===== src/logic/exec_pkg.sv =====
`default_nettype none

package exec_pkg;

    localparam int unsigned XLEN = 32;

    typedef logic [XLEN-1:0] word_t;

    // Major opcodes of the instruction classes the stage executes
    localparam logic [6:0] OPC_R      = 7'b0110011;
    localparam logic [6:0] OPC_I      = 7'b0010011;
    localparam logic [6:0] OPC_LOAD   = 7'b0000011;
    localparam logic [6:0] OPC_STORE  = 7'b0100011;
    localparam logic [6:0] OPC_BRANCH = 7'b1100011;

    // Register and immediate ALU forms share these func3 values
    localparam logic [2:0] F3_ADD_SUB = 3'b000;
    localparam logic [2:0] F3_SLL     = 3'b001;
    localparam logic [2:0] F3_SLT     = 3'b010;
    localparam logic [2:0] F3_SLTU    = 3'b011;
    localparam logic [2:0] F3_XOR     = 3'b100;
    localparam logic [2:0] F3_SRL_SRA = 3'b101;
    localparam logic [2:0] F3_OR      = 3'b110;
    localparam logic [2:0] F3_AND     = 3'b111;

    localparam logic [2:0] F3_LB      = 3'b000;
    localparam logic [2:0] F3_LH      = 3'b001;
    localparam logic [2:0] F3_LW      = 3'b010;
    localparam logic [2:0] F3_LBU     = 3'b100;
    localparam logic [2:0] F3_LHU     = 3'b101;

    localparam logic [2:0] F3_SB      = 3'b000;
    localparam logic [2:0] F3_SH      = 3'b001;
    localparam logic [2:0] F3_SW      = 3'b010;

    localparam logic [2:0] F3_BEQ     = 3'b000;
    localparam logic [2:0] F3_BNE     = 3'b001;
    localparam logic [2:0] F3_BLT     = 3'b100;
    localparam logic [2:0] F3_BGE     = 3'b101;
    localparam logic [2:0] F3_BLTU    = 3'b110;
    localparam logic [2:0] F3_BGEU    = 3'b111;

    typedef enum logic [3:0] {ADD, SUB, SLL, SLT, SLTU, XOR, SRL, SRA, OR, AND} alu_op_e;

    typedef enum logic [2:0] {NONE, ALU, LOAD, STORE, BRANCH} res_sel_e;

    typedef enum logic [1:0] {BYTE, HALF, WORD} mem_size_e;

endpackage

`default_nettype wire

===== src/logic/exec_writeback.sv =====
`timescale 1ns/1ps
`default_nettype none

module exec_writeback (
    input  wire                         clk_i,
    input  wire                         arst_n_i,
    input  wire                         in_valid_i,
    output logic                        in_ready_o,
    output logic                        out_valid_o,
    input  wire                         out_ready_i,
    input  wire exec_pkg::res_sel_e     res_sel_i,
    input  wire [4:0]                   rd_i,
    input  wire exec_pkg::word_t        alu_res_i,
    input  wire exec_pkg::word_t        load_data_i,
    input  wire exec_pkg::word_t        store_word_i,
    input  wire exec_pkg::word_t        mem_addr_i,
    input  wire exec_pkg::word_t        branch_target_i,
    input  wire [2:0]                   branch_f3_i,
    output logic                        reg_wen_o,
    output logic [4:0]                  reg_waddr_o,
    output exec_pkg::word_t             reg_wdata_o,
    output logic                        mem_wen_o,
    output exec_pkg::word_t             mem_waddr_o,
    output exec_pkg::word_t             mem_wdata_o,
    output logic                        jump_flag_o,
    output exec_pkg::word_t             jump_addr_o
);

    logic            accept;
    logic            alu_zero;
    logic            taken;
    logic            reg_wen_d;
    exec_pkg::word_t reg_wdata_d;

    // The register refills on the same edge its old result is taken
    assign in_ready_o = !out_valid_o || out_ready_i;
    assign accept     = in_valid_i && in_ready_o;
    assign alu_zero   = (alu_res_i == '0);

    always_comb begin
        case (branch_f3_i)
            exec_pkg::F3_BEQ, exec_pkg::F3_BGE, exec_pkg::F3_BGEU:  taken = alu_zero;
            exec_pkg::F3_BNE, exec_pkg::F3_BLT, exec_pkg::F3_BLTU:  taken = !alu_zero;
            default:                                                taken = 1'b0;
        endcase
    end

    // Writes to x0 are dropped here so the register file needs no special case
    assign reg_wen_d   = (res_sel_i == exec_pkg::ALU || res_sel_i == exec_pkg::LOAD)
                         && (rd_i != 5'd0);
    assign reg_wdata_d = (res_sel_i == exec_pkg::LOAD) ? load_data_i : alu_res_i;

    always_ff @(posedge clk_i or negedge arst_n_i) begin
        if (!arst_n_i) begin
            out_valid_o <= 1'b0;
            reg_wen_o   <= 1'b0;
            mem_wen_o   <= 1'b0;
            jump_flag_o <= 1'b0;
        end else if (in_ready_o) begin
            out_valid_o <= in_valid_i;
            reg_wen_o   <= in_valid_i && reg_wen_d;
            mem_wen_o   <= in_valid_i && (res_sel_i == exec_pkg::STORE);
            jump_flag_o <= in_valid_i && (res_sel_i == exec_pkg::BRANCH) && taken;
        end
    end

    always_ff @(posedge clk_i) begin
        if (accept) begin
            reg_waddr_o <= rd_i;
            reg_wdata_o <= reg_wdata_d;
            mem_waddr_o <= {mem_addr_i[exec_pkg::XLEN-1:2], 2'b00};
            mem_wdata_o <= store_word_i;
            jump_addr_o <= branch_target_i;
        end
    end

    // A stalled result keeps every field until the sink takes it
    a_hold_stalled: assert property (
        @(posedge clk_i) disable iff (!arst_n_i)
        out_valid_o && !out_ready_i |=> out_valid_o
            && $stable({reg_wen_o, reg_waddr_o, reg_wdata_o, mem_wen_o, mem_waddr_o,
                        mem_wdata_o, jump_flag_o, jump_addr_o})
    );

endmodule

`default_nettype wire


===== config.mk =====
export PLATFORM = sky130hd
export DESIGN_NAME = exec_writeback
export DESIGN_NICKNAME = d
export VERILOG_FILES = /design/src/logic/exec_pkg.sv /design/src/logic/exec_writeback.sv
export SDC_FILE = /design/constraint.sdc
export NUM_CORES = 1
export LEC_CHECK = 0
export BUFFER_PORTS_ARGS = -buffer_cell sky130_fd_sc_hd__buf_2
export CORE_AREA = 2 2 122 124
export DETAILED_ROUTE_END_ITERATION = 10
export DIE_AREA = 0 0 124 126
export PLACE_DENSITY = 0.72
export SYNTH_ARGS = -nofsm -noshare
export SYNTH_HDL_FRONTEND = slang
export SYNTH_SLANG_ARGS = --single-unit

===== constraint.sdc =====
create_clock -name clk_i -period 13.4 [get_ports clk_i]
set_clock_uncertainty 0.15 [all_clocks]
set_input_delay 1.34 -clock clk_i [delete_from_list [all_inputs] [get_ports clk_i]]
set_output_delay 1.34 -clock clk_i [all_outputs]
set_load 0.005 [all_outputs]

* Yosys cells after proc, flatten, opt, wreduce, memory -nomap -nowiden
Index checks and enable logic that the tools add are counted.
** Word-level totals
- Register bits :: 135
- Input port bits :: 175
- Output and inout port bits :: 138
- Word-level logic and storage cells :: 35
** Operators by class
- Eq/ne operators :: 9
- Muxes and demuxes :: 2
- Reductions and logical operators :: 15
** Operators with widths (count)
- $logic_not 32->1 :: 1
- $mux 32 :: 1
- $eq 3x3->1 const B :: 5
- $eq 3x1->1 const B :: 2
- $eq 3x2->1 const B :: 2
- $logic_and 1x1->1 :: 6
- $reduce_or 3->1 :: 2
- $reduce_bool 5->1 :: 1
- $logic_not 3->1 :: 1
- $logic_not 1->1 :: 2
- $logic_or 1x1->1 :: 2
- $pmux 1 s2 :: 1

* Longest topological paths before layout
Gate-level depths: netlist (run 1).
- Depth after elaboration :: 4
- Mapped depth :: 5
- Gate-level depth less buffers :: 4

* Worst setup path after synthesis (run 1)
No wires, ideal clock.
- Kind :: input -> register
- From :: input out_ready_i
- To :: register jump_flag_o
- Setup time :: 0.067 ns
- Arrival :: 8.157 ns
- Required time :: 13.183 ns
- Slack :: 5.025 ns
- Stages :: 5
- Path buffers :: 1
- Path through :: nor2b_1 -> clkbuf_1 -> nor2b_1 -> and3_1 -> a32o_1
** Between the ends
- Cells in the longest elaborated chain, start to end :: 1
** RTL lines
- start, declared :: line exec_writeback.sv:10 : input wire out_ready_i,
- $logic_or 1x1->1 :: line exec_writeback.sv:36 : assign in_ready_o = !out_valid_o || out_ready_i;
- end signal, assigned :: line exec_writeback.sv:63 : jump_flag_o <= in_valid_i && (res_sel_i == exec_pkg::BRANCH) && taken;
- end, declared :: line exec_writeback.sv:25 : output logic jump_flag_o,
Every way passes these cells.
A chain may end at the register's enable or synchronous reset.

* Worst setup path after layout (run 1)
- From :: input out_ready_i
- To :: output in_ready_o
** Between the ends
- Cells in the longest elaborated chain, start to end :: 1
** RTL lines
- $logic_or 1x1->1 :: line exec_writeback.sv:36
- end, declared :: line exec_writeback.sv:8 : output logic in_ready_o,
Every way passes these cells.

==> results of run 1 <==
-- worst max-delay path, delay by kind of cell --
family	cells	cell delay [ps]
buffers and inverters	3	320
AND/OR/NAND/NOR	1	450
-- power by group --
group	internal, W	switching (W)
registers	0.000493	0.00000603
logic	0.0000401	0.0000375
clock network	0.000314	0.000177
total	0.000847	0.000220
-- logic make-up (layout without fill, tap and decap cells) --
logic type	Yosys count	in the layout	synth area share [%]
xor+xnor	1	1	0.188
simple gates	24	24	3.73
other cells	1	3	0.0804
mux	33	33	7.94
flops	135	135	86.5
buf+inv	7	344	0.804
compound gates	5	5	0.778
-- layout by cell type, fill, tap and decap left out, types with 2 or more instances in the layout --
| cell | instances |
|---|---|
| sky130_fd_sc_hd__buf_2 | 308 |
| sky130_fd_sc_hd__edfxtp_1 | 131 |
| sky130_fd_sc_hd__mux2_2 | 32 |
| sky130_fd_sc_hd__clkbuf_16 | 17 |
| sky130_fd_sc_hd__nor4_2 | 4 |
| sky130_fd_sc_hd__nor4_1 | 4 |
| sky130_fd_sc_hd__clkinvlp_4 | 4 |
| sky130_fd_sc_hd__bufinv_16 | 4 |
| sky130_fd_sc_hd__dfrtp_1 | 4 |
| sky130_fd_sc_hd__nand2_1 | 3 |
| sky130_fd_sc_hd__o21ai_0 | 3 |
| sky130_fd_sc_hd__buf_4 | 3 |
| sky130_fd_sc_hd__nor2_1 | 2 |
| sky130_fd_sc_hd__nand4_1 | 2 |
| sky130_fd_sc_hd__conb_1 | 2 |
| sky130_fd_sc_hd__clkbuf_1 | 2 |
| sky130_fd_sc_hd__inv_6 | 2 |
| sky130_fd_sc_hd__clkinv_4 | 2 |
-- worst paths after layout --
check | to | slack, ps | depth (start not counted) | start
max in group asynchronous | jump_flag_o | 12400 | 1 | arst_n_i
worst max-delay path | in_ready_o | 9800 | 4 | out_ready_i
worst max register to register | jump_addr_o[15] | 11380 | 3 | out_valid_o
min in group asynchronous | out_valid_o | 570 | 1 | arst_n_i
worst min-delay path | reg_wen_o | 340 | 2 | reg_wen_o
worst min register to register | reg_wen_o | 340 | 2 | reg_wen_o
-- final cells by class --
| cell class | instances | area, sq um | area share, % |
|---|---|---|---|
| diodes | 1 | 2.50 | 0.0354 |
| inverters | 1 | 3.75 | 0.0531 |
| well taps | 184 | 230 | 3.25 |
| clock buffers | 19 | 433 | 6.12 |
| flip-flops and latches | 135 | 4030 | 57.0 |
| repair buffers | 311 | 1560 | 22.1 |
| clock inverters | 13 | 196 | 2.78 |
| multi-input cells | 65 | 611 | 8.63 |
-- routing by layer --
metal,wire (um),track usage (%)
met1,4350,15.7
met2,6200,25.5
met3,1270,6.61
met4,154,5.29
met5,0,0
-- metrics by stage --
stage                     hold slack, ps  cell area (sq um)  setup slack [ps]  util, %
after CTS                            341               7070              9780     49.4
after floorplan                      313               4670              5030        -
after global placement               315               6440              9780     45.0
final                                335               7070              9800     49.4
after global routing                 366               7070              9710     49.4
after detailed placement             313               6440              9780     45.0
-- flip-flops by register name, indices dropped and copies added, names as in the netlist --
signal and count:
mem_waddr_o 30, reg_waddr_o 5, out_valid_o 1, reg_wen_o 1
mem_wen_o 1, jump_flag_o 1, mem_wdata_o 32, reg_wdata_o 32
jump_addr_o 32
-- Yosys cell counts --
cell	count	share of area (%)
sky130_fd_sc_hd__mux2_2	32	7.7
sky130_fd_sc_hd__a2111o_1	1	0.24
sky130_fd_sc_hd__nor2_1	2	0.16
sky130_fd_sc_hd__or4_1	1	0.16
sky130_fd_sc_hd__nor4b_1	1	0.19
sky130_fd_sc_hd__nand4_1	2	0.27
sky130_fd_sc_hd__nor4_1	4	0.54
sky130_fd_sc_hd__dfrtp_1	4	2.1
sky130_fd_sc_hd__buf_4	2	0.32
sky130_fd_sc_hd__or2_2	1	0.13
sky130_fd_sc_hd__mux2i_1	1	0.21
sky130_fd_sc_hd__buf_2	3	0.32
sky130_fd_sc_hd__and3_1	1	0.13
sky130_fd_sc_hd__clkbuf_1	1	0.080
sky130_fd_sc_hd__nand2_1	3	0.24
sky130_fd_sc_hd__conb_1	1	0.080
sky130_fd_sc_hd__nor3_1	1	0.11
sky130_fd_sc_hd__o21ai_0	3	0.32
sky130_fd_sc_hd__nor2b_1	2	0.27
sky130_fd_sc_hd__edfxtp_1	131	84
sky130_fd_sc_hd__a32o_1	1	0.21
sky130_fd_sc_hd__nand4b_1	1	0.19
sky130_fd_sc_hd__inv_1	1	0.080
sky130_fd_sc_hd__nor4_2	4	1.1
sky130_fd_sc_hd__xnor2_1	1	0.19
sky130_fd_sc_hd__nor3b_2	1	0.27
==> results.py, run 1 <==
metrics = {
    "clock_tree": {
        "postCtsResizedCells": 0,
        "ctsRootBufferMaster": "sky130_fd_sc_hd__clkbuf_16",
        "tritoncts": "done",
        "post_cts_hold_buffer_count": 0,
        "clock_tree.buffer_depth": 2,
        "clock_insertion_delay_worst_skew_ps": 410,
        "numClockSinks": 135,
        "post_cts_repair_timing_setup_buffer_count": 0,
        "cts-htree-levels": 4,
        "cts-buffers-inserted": 17,
        "clk_pin_slew_ps": 60,
    },
    "floorplanning": {
        "floorplan.initialDensity_pct": 32.6,
        "placement_rows": 44,
        "core_region_area_sq_um": 14300,
        "floorplan.die.height_um": 126,
        "design.die.area_sq_um": 15600,
        "design.portCount": 313,
        "die_w_um": 124,
    },
    "sta": {
        "fin_tns_setup_ps": 0,
        "min_period_over_period_pct": 26.9,
        "final-max-slew-violation-count": 0,
        "max_slew.worst_pin.slew_ps": 919,
        "grt_setup_unrepaired": "false",
        "finalWorstPathRequiredPeriod_ps": 3600,
        "max_freq_mhz": 278,
        "relative_slew_margins_pct": 38.7,
        "hold_violations": 0,
        "final-setup-viol-count": 0,
    },
    "critical_path": {
        "worst-endpoint-arrival_ps": 2110,
        "maximum_net_fanout_on_the_critical_path": 8,
        "timing.critical_path.to_type": "output pin",
        "startpoint_type": "primary input",
        "crit_path_max_incr_delay_ps": 450,
        "timing.setup.critical_path_class": "primary input to output pin",
        "worstPathCellList": "buf_2 > nor2b_1 > inv_1 > buf_2",
        "required_ps": 11910,
        "critical_path.most_common_cell": "sky130_fd_sc_hd__buf_2",
        "cp_slowest_cell": "sky130_fd_sc_hd__nor2b_1",
    },
    "job": {
        "drv_cap": 0,
    },
    "global_route": {
        "globalRouteOverflowTotal": 0,
        "maximum_number_of_pins_on_one_net_before_global_route_repair": 73,
        "global_route_wire_length_before_repair_um": 16700,
        "grt_pass1_vias": 3212,
        "grt_antenna_before_repair": 1,
        "grt_use_total_pct": 14.7,
    },
    "detailed_routing": {
        "final_antenna_net_count": 0,
        "drt-pass1-iter-count": 4,
        "drc": 0,
        "detailroute.via_count": 3156,
        "first_iter_violations": 181,
        "detail_route.vias_per_cell": 4.33,
        "routed_wire_length_per_instance_um": 16.4,
        "route.final.wire_length_um": 12000,
    },
    "synthesis": {
        "netlist_instances": 206,
        "mappedNetlistArea_sq_um": 4660,
        "ys_types": 26,
        "mapped_avg_cell_area_sq_um": 22.6,
        "yosys_register_bits": 135,
        "synthesis.yosys.warnings": 0,
        "post_synthesis_sequential_area_ratio_pct": 86.5,
    },
    "placed_design": {
        "dp_hpwl_um": 9100,
        "place.port_buffers": 308,
        "place_congestion": 0.769,
        "dp_cells": 696,
    },
    "finish": {
        "final_cells": 729,
        "fill_cells": 1255,
        "layout-area-overhead-vs-synth_pct": 51.7,
        "drive_above_1_share_pct": 69.9,
        "fin_nets": 706,
    },
    "power": {
        "power.static_leakage_nw": 3.01,
        "report.power.total_w": 0.00107,
        "power-per-cell-area_nw_per_um2": 151,
        "ir_worst_vdd_uv": 63.1,
    },
    "status": {
        "run_status": "finished clean",
    },
    "min_path": {
        "hp-class": "register to register",
    },
}
Power figures use the tool's default switching activity.
==> run 2: changes to the inputs <==
--- a/config.mk
+++ b/config.mk
@@ -5,11 +5,12 @@
 export SDC_FILE = /design/constraint.sdc
 export NUM_CORES = 1
 export LEC_CHECK = 0
+export ABC_AREA = 1
 export BUFFER_PORTS_ARGS = -buffer_cell sky130_fd_sc_hd__buf_2
-export CORE_AREA = 2 2 122 124
+export CORE_AREA = 2 2 123 125
 export DETAILED_ROUTE_END_ITERATION = 10
-export DIE_AREA = 0 0 124 126
-export PLACE_DENSITY = 0.72
+export DIE_AREA = 0 0 125 127
+export PLACE_DENSITY = 0.75
 export SYNTH_ARGS = -nofsm -noshare
 export SYNTH_HDL_FRONTEND = slang
 export SYNTH_SLANG_ARGS = --single-unit
==> constraint.sdc (replaced) <==
create_clock -name clk_i -period 3.3 [get_ports clk_i]
set_clock_uncertainty 0.15 [all_clocks]
set_input_delay 0.33 -clock clk_i [delete_from_list [all_inputs] [get_ports clk_i]]
set_output_delay 0.33 -clock clk_i [all_outputs]
set_load 0.005 [all_outputs]
==> run 2 against run 1 <==
Compared with the run above:
- worst setup slack got worse by 8500 ps
- largest cell class unchanged
- first-iteration DRC count decreased by 8.8%
- global-route usage is 2.3 points higher
- highest routed layer unchanged
- critical path depth up 1
- register-to-register slack lost 10000 ps
- power rose to 4.1 times the previous value
- clock-buffer cell count fell by 1
- hold slack worse by 270 ps
- synthesized cell count is 15% higher
- sequential share of layout area decreased by 7.8 points
- largest power group unchanged
==> results.py, run 2 <==
metrics = {
    "critical_path": {
        "maximum_net_fanout_on_the_critical_path": 63,
        "required_ps": 3180,
        "timing.critical_path.to_type": "register",
        "worst-endpoint-arrival_ps": 1840,
        "crit_path_max_incr_delay_ps": 610,
        "worstPathCellList": "dlygate4sd3_1 > buf_2 > inv_1 > nor2_4 > buf_4",
        "cp_slowest_cell": "sky130_fd_sc_hd__buf_4",
        "timing.setup.critical_path_class": "primary input to register",
        "startpoint_type": "primary input",
    },
    "finish": {
        "fill_cells": 1130,
        "top_regs": "jump_addr_o (32), mem_wdata_o (32), reg_wdata_o (32)",
        "layout_common_cells": "sky130_fd_sc_hd__buf_2, sky130_fd_sc_hd__edfxtp_1, sky130_fd_sc_hd__dlygate4sd3_1",
        "layout_commonest_cell": "sky130_fd_sc_hd__buf_2",
        "stdcell_area_sq_um": 8200,
        "fin_nets": 837,
        "layout-area-overhead-vs-synth_pct": 69.9,
        "antenna-diode-count": 0,
        "drive_above_1_share_pct": 55.4,
    },
    "floorplanning": {
        "design.portCount": 313,
        "floorplan.die.height_um": 127,
        "die_w_um": 125,
        "core_region_area_sq_um": 14400,
        "placement_rows": 44,
        "floorplan.initialDensity_pct": 33.5,
        "design.die.area_sq_um": 15900,
    },
    "sta": {
        "final-max-slew-violation-count": 0,
        "min_period_over_period_pct": 59.2,
        "finalWorstPathRequiredPeriod_ps": 1950,
        "post-route-worst-setup-slack_ps": 1350,
        "grt_setup_unrepaired": "false",
        "relative_slew_margins_pct": 48.3,
        "hold_violations": 0,
        "final-setup-viol-count": 0,
        "fin_tns_setup_ps": 0,
        "max_slew.worst_pin.slew_ps": 775,
        "max_freq_mhz": 512,
    },
    "global_route": {
        "grt_antenna_before_repair": 0,
        "global_route_wire_length_before_repair_um": 20400,
        "globalRouteOverflowTotal": 0,
        "grt_pass1_vias": 4048,
        "grt_use_total_pct": 17.0,
        "maximum_number_of_pins_on_one_net_before_global_route_repair": 72,
    },
    "synthesis": {
        "synthDominantCellAreaShare_pct": 81.5,
        "ys_types": 17,
        "yosys_most_used_dff": "sky130_fd_sc_hd__edfxtp_1",
        "mapped_avg_cell_area_sq_um": 20.5,
        "synth_most_common_cell": "sky130_fd_sc_hd__edfxtp_1",
        "mappedNetlistArea_sq_um": 4830,
        "yosys_register_bits": 135,
        "share_of_async_settable_or_async_resettable_flops_after_synthesis_pct": 2.96,
        "synth_common_cells": "sky130_fd_sc_hd__edfxtp_1, sky130_fd_sc_hd__mux2_4, sky130_fd_sc_hd__nor2_1",
        "synth_top_area_cell": "sky130_fd_sc_hd__edfxtp_1",
        "synth_enable_flop_cells": 131,
        "netlist_instances": 236,
        "post_synthesis_sequential_area_ratio_pct": 83.6,
        "synth.area.top_cells": "sky130_fd_sc_hd__edfxtp_1, sky130_fd_sc_hd__mux2_4, sky130_fd_sc_hd__nor2_1",
        "synthesis.yosys.warnings": 0,
    },
    "job": {
        "drv_cap": 0,
    },
    "power": {
        "power.clock.fraction_pct": 43.7,
        "ir_worst_vdd_uv": 287,
        "combinationalPowerShare_pct": 10.1,
        "seqPwrFrac_pct": 46.2,
        "netSwitchingPower_w": 0.000929,
        "power-per-cell-area_nw_per_um2": 534,
        "p_int_w": 0.00345,
        "power.static_leakage_nw": 3.66,
        "switching_share_pct": 21.2,
    },
    "placed_design": {
        "placement.cell_area_sq_um": 6590,
        "dp_worst_setup_slack_ps": 1360,
        "place_congestion": 0.802,
        "dp_hpwl_um": 9510,
        "place.port_buffers": 308,
    },
    "min_path": {
        "hp-class": "primary input to register",
    },
    "detailed_routing": {
        "routed_wire_length_per_instance_um": 16.3,
        "detail_route.vias_per_cell": 4.36,
        "detailroute.via_count": 3747,
        "route.final.wire_length_um": 14000,
        "drt-pass1-iter-count": 4,
        "first_iter_violations": 165,
        "final_antenna_net_count": 0,
        "drc": 0,
    },
    "clock_tree": {
        "post_cts_repair_timing_setup_buffer_count": 0,
        "post_cts_hold_buffer_count": 101,
        "clock_insertion_delay_worst_skew_ps": 410,
        "ctsRootBufferMaster": "sky130_fd_sc_hd__clkbuf_16",
        "cts-buffers-inserted": 17,
        "postCtsResizedCells": 0,
        "clock_tree.buffer_depth": 2,
        "numClockSinks": 135,
        "tritoncts": "done",
        "clk_pin_slew_ps": 60,
        "cts-htree-levels": 4,
    },
    "status": {
        "run_status": "finished clean",
    },
}
==> run 2: cell types whose count changed in the layout (fill, tap and decap cells not counted), sizes merged, moves of 2 or more <==
cell         before  now
clkinv            2    5
dlygate4sd3       0  101
inv               4    9
nand2             3   20
nand3             0    2
nand4             2    0
nor2              2   28
nor2b             2    0
nor4              8    0
==> run 2: per-layer routing <==
layer,track usage (%),vias up,share of wire (%)
li1,-,1745,-
met1,16.3,1750,35
met2,32.0,224,54
met3,6.62,28,8.4
met4,7.58,0,2.6
met5,0,-,0
==> run 2: cell type report <==
class	instances	area, sq um	area share (%)
Timing Repair Buffer	411	2580	31.5
Clock buffer	18	429	5.23
Tap cell	184	230	2.81
Inverter	6	22.5	0.275
Sequential cell	135	4030	49.2
Clock inverter	14	173	2.11
Multi-Input combinational cell	91	733	8.94
==> run 2: path summary, 6_finish.rpt <==
check / from / to / slack [ps] / cells after the start
setup reg to reg: out_valid_o / jump_addr_o[27] / 1420 / 4
min in group asynchronous: arst_n_i / out_valid_o / 100 / 2
max in group asynchronous: arst_n_i / jump_flag_o / 2790 / 2
setup / recovery: in_valid_i / jump_addr_o[27] / 1350 / 5
hold / removal: load_data_i[28] / reg_wdata_o[28] / 70 / 2
hold reg to reg: reg_wen_o / reg_wen_o / 350 / 2
==> run 2: worst max-delay path: cells and delay by family <==
| kind | cells | cell delay, ps |
|---|---|---|
| buffers and inverters | 4 | 1300 |
| AND/OR/NAND/NOR | 1 | 140 |
==> run 2: metrics by stage <==
step                hold slack [ps]  power (W)  util, %  cells
CTS                            43.6    0.00442     56.9    859
global placement              -11.7    0.00239     45.7    726
finish                         65.7    0.00438     56.9    859
floorplan                      -116    0.00218        -    237
detailed placement            -11.5    0.00241     45.7    726
global route                   47.3    0.00454     56.9    859
==> run 2: power groups by stage <==
stage	logic, W	registers (W)	clock network (W)
after floorplan	0.000102	0.00208	0
after global placement	0.000335	0.00206	0
after detailed placement	0.000345	0.00206	0
after CTS	0.000440	0.00203	0.00196
after global routing	0.000475	0.00203	0.00204
final	0.000441	0.00203	0.00191
==> run 2: cells by family (layout without fill, tap and decap cells) <==
| kind of cell | count (synthesis) | in the layout | share of synthesized area (%) |
|---|---|---|---|
| other | 1 | 2 | 0.0777 |
| flip-flops | 135 | 135 | 83.6 |
| buffers and inverters | 11 | 449 | 1.48 |
| multiplexers | 32 | 32 | 9.80 |
| AO/OA/AOI/OAI | 4 | 4 | 0.518 |
| AND/OR/NAND/NOR | 53 | 53 | 4.56 |
==> run 3: changes to the inputs <==
--- a/config.mk
+++ b/config.mk
@@ -5,12 +5,12 @@
 export SDC_FILE = /design/constraint.sdc
 export NUM_CORES = 1
 export LEC_CHECK = 0
-export ABC_AREA = 1
+export ABC_AREA = 0
 export BUFFER_PORTS_ARGS = -buffer_cell sky130_fd_sc_hd__buf_2
-export CORE_AREA = 2 2 123 125
+export CORE_AREA = 2 2 120 122
 export DETAILED_ROUTE_END_ITERATION = 10
-export DIE_AREA = 0 0 125 127
-export PLACE_DENSITY = 0.75
+export DIE_AREA = 0 0 122 124
+export PLACE_DENSITY = 0.74
 export SYNTH_ARGS = -nofsm -noshare
 export SYNTH_HDL_FRONTEND = slang
 export SYNTH_SLANG_ARGS = --single-unit
==> constraint.sdc (replaced) <==
create_clock -name clk_i -period 1.87 [get_ports clk_i]
set_clock_uncertainty 0.15 [all_clocks]
set_input_delay 0.187 -clock clk_i [delete_from_list [all_inputs] [get_ports clk_i]]
set_output_delay 0.187 -clock clk_i [all_outputs]
set_load 0.005 [all_outputs]
==> run 3 against run 2 <==
Compared with the run above:
- the flow now stops in clock tree synthesis
- synthesized cell count is 13% lower
- area after synthesis fell by 3.4%
==> results.py, run 3 <==
metrics = {
    "synthesis": {
        "ys_types": 26,
        "synth_top_area_cell": "sky130_fd_sc_hd__edfxtp_1",
        "synth_enable_flop_cells": 131,
        "yosys_most_used_dff": "sky130_fd_sc_hd__edfxtp_1",
        "netlist_instances": 206,
        "synthesis.yosys.warnings": 0,
        "mappedNetlistArea_sq_um": 4660,
        "synth_most_common_cell": "sky130_fd_sc_hd__edfxtp_1",
        "yosys_register_bits": 135,
        "synthDominantCellAreaShare_pct": 84.3,
        "synth.area.top_cells": "sky130_fd_sc_hd__edfxtp_1, sky130_fd_sc_hd__mux2_2, sky130_fd_sc_hd__dfrtp_1",
        "share_of_async_settable_or_async_resettable_flops_after_synthesis_pct": 2.96,
        "synth_common_cells": "sky130_fd_sc_hd__edfxtp_1, sky130_fd_sc_hd__mux2_2, sky130_fd_sc_hd__dfrtp_1, sky130_fd_sc_hd__nor4_1, sky130_fd_sc_hd__nor4_2",
        "mapped_avg_cell_area_sq_um": 22.6,
        "post_synthesis_sequential_area_ratio_pct": 86.5,
    },
    "placed_design": {
        "place.port_buffers": 308,
        "dp_worst_setup_slack_ps": 61.4,
        "placement.cell_area_sq_um": 6500,
        "dp_cells": 695,
        "dp_hpwl_um": 9240,
        "place_congestion": 0.813,
    },
    "status": {
        "run.stop_error": "[ERROR RSZ-0060] Max buffer count reached.",
        "run_status": "aborted with a tool error",
        "haltStage": "clock tree synthesis",
    },
    "clock_tree": {
        "ctsRootBufferMaster": "sky130_fd_sc_hd__clkbuf_16",
        "numClockSinks": 135,
        "post_cts_repair_timing_setup_buffer_count": 0,
        "clock_tree.buffer_depth": 2,
        "postCtsResizedCells": 0,
        "cts-buffers-inserted": 17,
        "cts-htree-levels": 4,
        "post_cts_hold_buffer_count": 146,
    },
    "floorplanning": {
        "placement_rows": 43,
        "floorplan.die.height_um": 124,
        "design.portCount": 313,
        "die_w_um": 122,
        "floorplan.initialDensity_pct": 34.0,
    },
}
-- run 3: cell types whose count changed after synthesis, sizes merged, moves of 2 or more --
cell	previous run	this run
nor2b	0	2
nand4	0	2
inv	6	1
nand3	2	0
nand2	20	3
nor2	28	2
nor4	0	8
-- run 3: stage by stage --
stage | hold WS [ps] | utilization, %
3_5_place_dp | -147 | 47.4
3_3_place_gp | -144 | 47.4
2_1_floorplan | -259 | -
-- run 3: cell families after synthesis --
group | synth area share [%]
other cells | 0.0804
simple gates | 3.73
compound gates | 0.778
flops | 86.5
mux | 7.94
xor+xnor | 0.188
buf+inv | 0.804
==> run 4: changes to the inputs <==
--- a/config.mk
+++ b/config.mk
@@ -7,10 +7,10 @@
 export LEC_CHECK = 0
 export ABC_AREA = 0
 export BUFFER_PORTS_ARGS = -buffer_cell sky130_fd_sc_hd__buf_2
-export CORE_AREA = 2 2 120 122
+export CORE_MARGIN = 2
+export CORE_UTILIZATION = 30
 export DETAILED_ROUTE_END_ITERATION = 10
-export DIE_AREA = 0 0 122 124
-export PLACE_DENSITY = 0.74
+export PLACE_DENSITY_LB_ADDON = 0.15
 export SYNTH_ARGS = -nofsm -noshare
 export SYNTH_HDL_FRONTEND = slang
 export SYNTH_SLANG_ARGS = --single-unit
==> run 4 against run 3 <==
Compared with the run above:
- the flow again stops in clock tree synthesis
- area after synthesis is the same
- synthesized cell count is the same
==> results.py, run 4 <==
metrics = {
    "synthesis": {
        "yosys_register_bits": 135,
        "mapped_avg_cell_area_sq_um": 22.6,
        "synth_simple_gate_area_share_pct": 3.73,
        "post_synthesis_sequential_area_ratio_pct": 86.5,
        "yosys_most_used_dff": "sky130_fd_sc_hd__edfxtp_1",
        "muxShareOfSynthArea_pct": 7.94,
        "synth.area.top_cells": "sky130_fd_sc_hd__edfxtp_1, sky130_fd_sc_hd__mux2_2, sky130_fd_sc_hd__dfrtp_1",
        "netlist_instances": 206,
        "synth_compound_gate_area_share_pct": 0.778,
        "synth_top_area_cell": "sky130_fd_sc_hd__edfxtp_1",
        "synth_most_common_cell": "sky130_fd_sc_hd__edfxtp_1",
        "share_of_async_settable_or_async_resettable_flops_after_synthesis_pct": 2.96,
        "ys_types": 26,
        "synth_top_family_by_area": "multiplexers",
        "yosys.area_share.adder_pct": 0,
        "synth_common_cells": "sky130_fd_sc_hd__edfxtp_1, sky130_fd_sc_hd__mux2_2, sky130_fd_sc_hd__dfrtp_1, sky130_fd_sc_hd__nor4_1, sky130_fd_sc_hd__nor4_2",
        "synthesis.yosys.warnings": 0,
        "mappedNetlistArea_sq_um": 4660,
        "synth_enable_flop_cells": 131,
        "post_synth_xor_area_fraction_pct": 0.188,
        "synthDominantCellAreaShare_pct": 84.3,
    },
    "floorplanning": {
        "die_w_um": 129,
        "floorplan.die.height_um": 129,
        "design.portCount": 313,
        "floorplan.initialDensity_pct": 30.7,
        "placement_rows": 45,
    },
    "clock_tree": {
        "post_cts_repair_timing_setup_buffer_count": 0,
        "numClockSinks": 135,
        "post_cts_hold_buffer_count": 148,
        "postCtsResizedCells": 1,
        "ctsRootBufferMaster": "sky130_fd_sc_hd__clkbuf_16",
        "cts-htree-levels": 4,
        "cts-buffers-inserted": 17,
        "clock_tree.buffer_depth": 2,
    },
    "placed_design": {
        "place.port_buffers": 308,
        "place_congestion": 0.787,
        "placement.cell_area_sq_um": 6580,
        "dp_hpwl_um": 9740,
    },
    "status": {
        "run_status": "aborted with a tool error",
        "haltStage": "clock tree synthesis",
        "run.stop_error": "[ERROR RSZ-0060] Max buffer count reached.",
    },
}
run 4: logic make-up after synthesis:
kind of cell,after synthesis
other,1
and+or+nand+nor,24
AOI/OAI and AO/OA,5
buffers and inverters,7
xor gates and xnor gates,1
muxes,33
DFF,135
run 4: through the flow:
step / std cells / hold slack [ps] / setup WS (ps) / utilization, % / TNS [ps]
after detailed placement: 706 / -147 / 8.40 / 43.3 / 0
after global placement: 706 / -152 / 59.2 / 43.3 / 0
after floorplan: 207 / -259 / -1450 / - / -172920
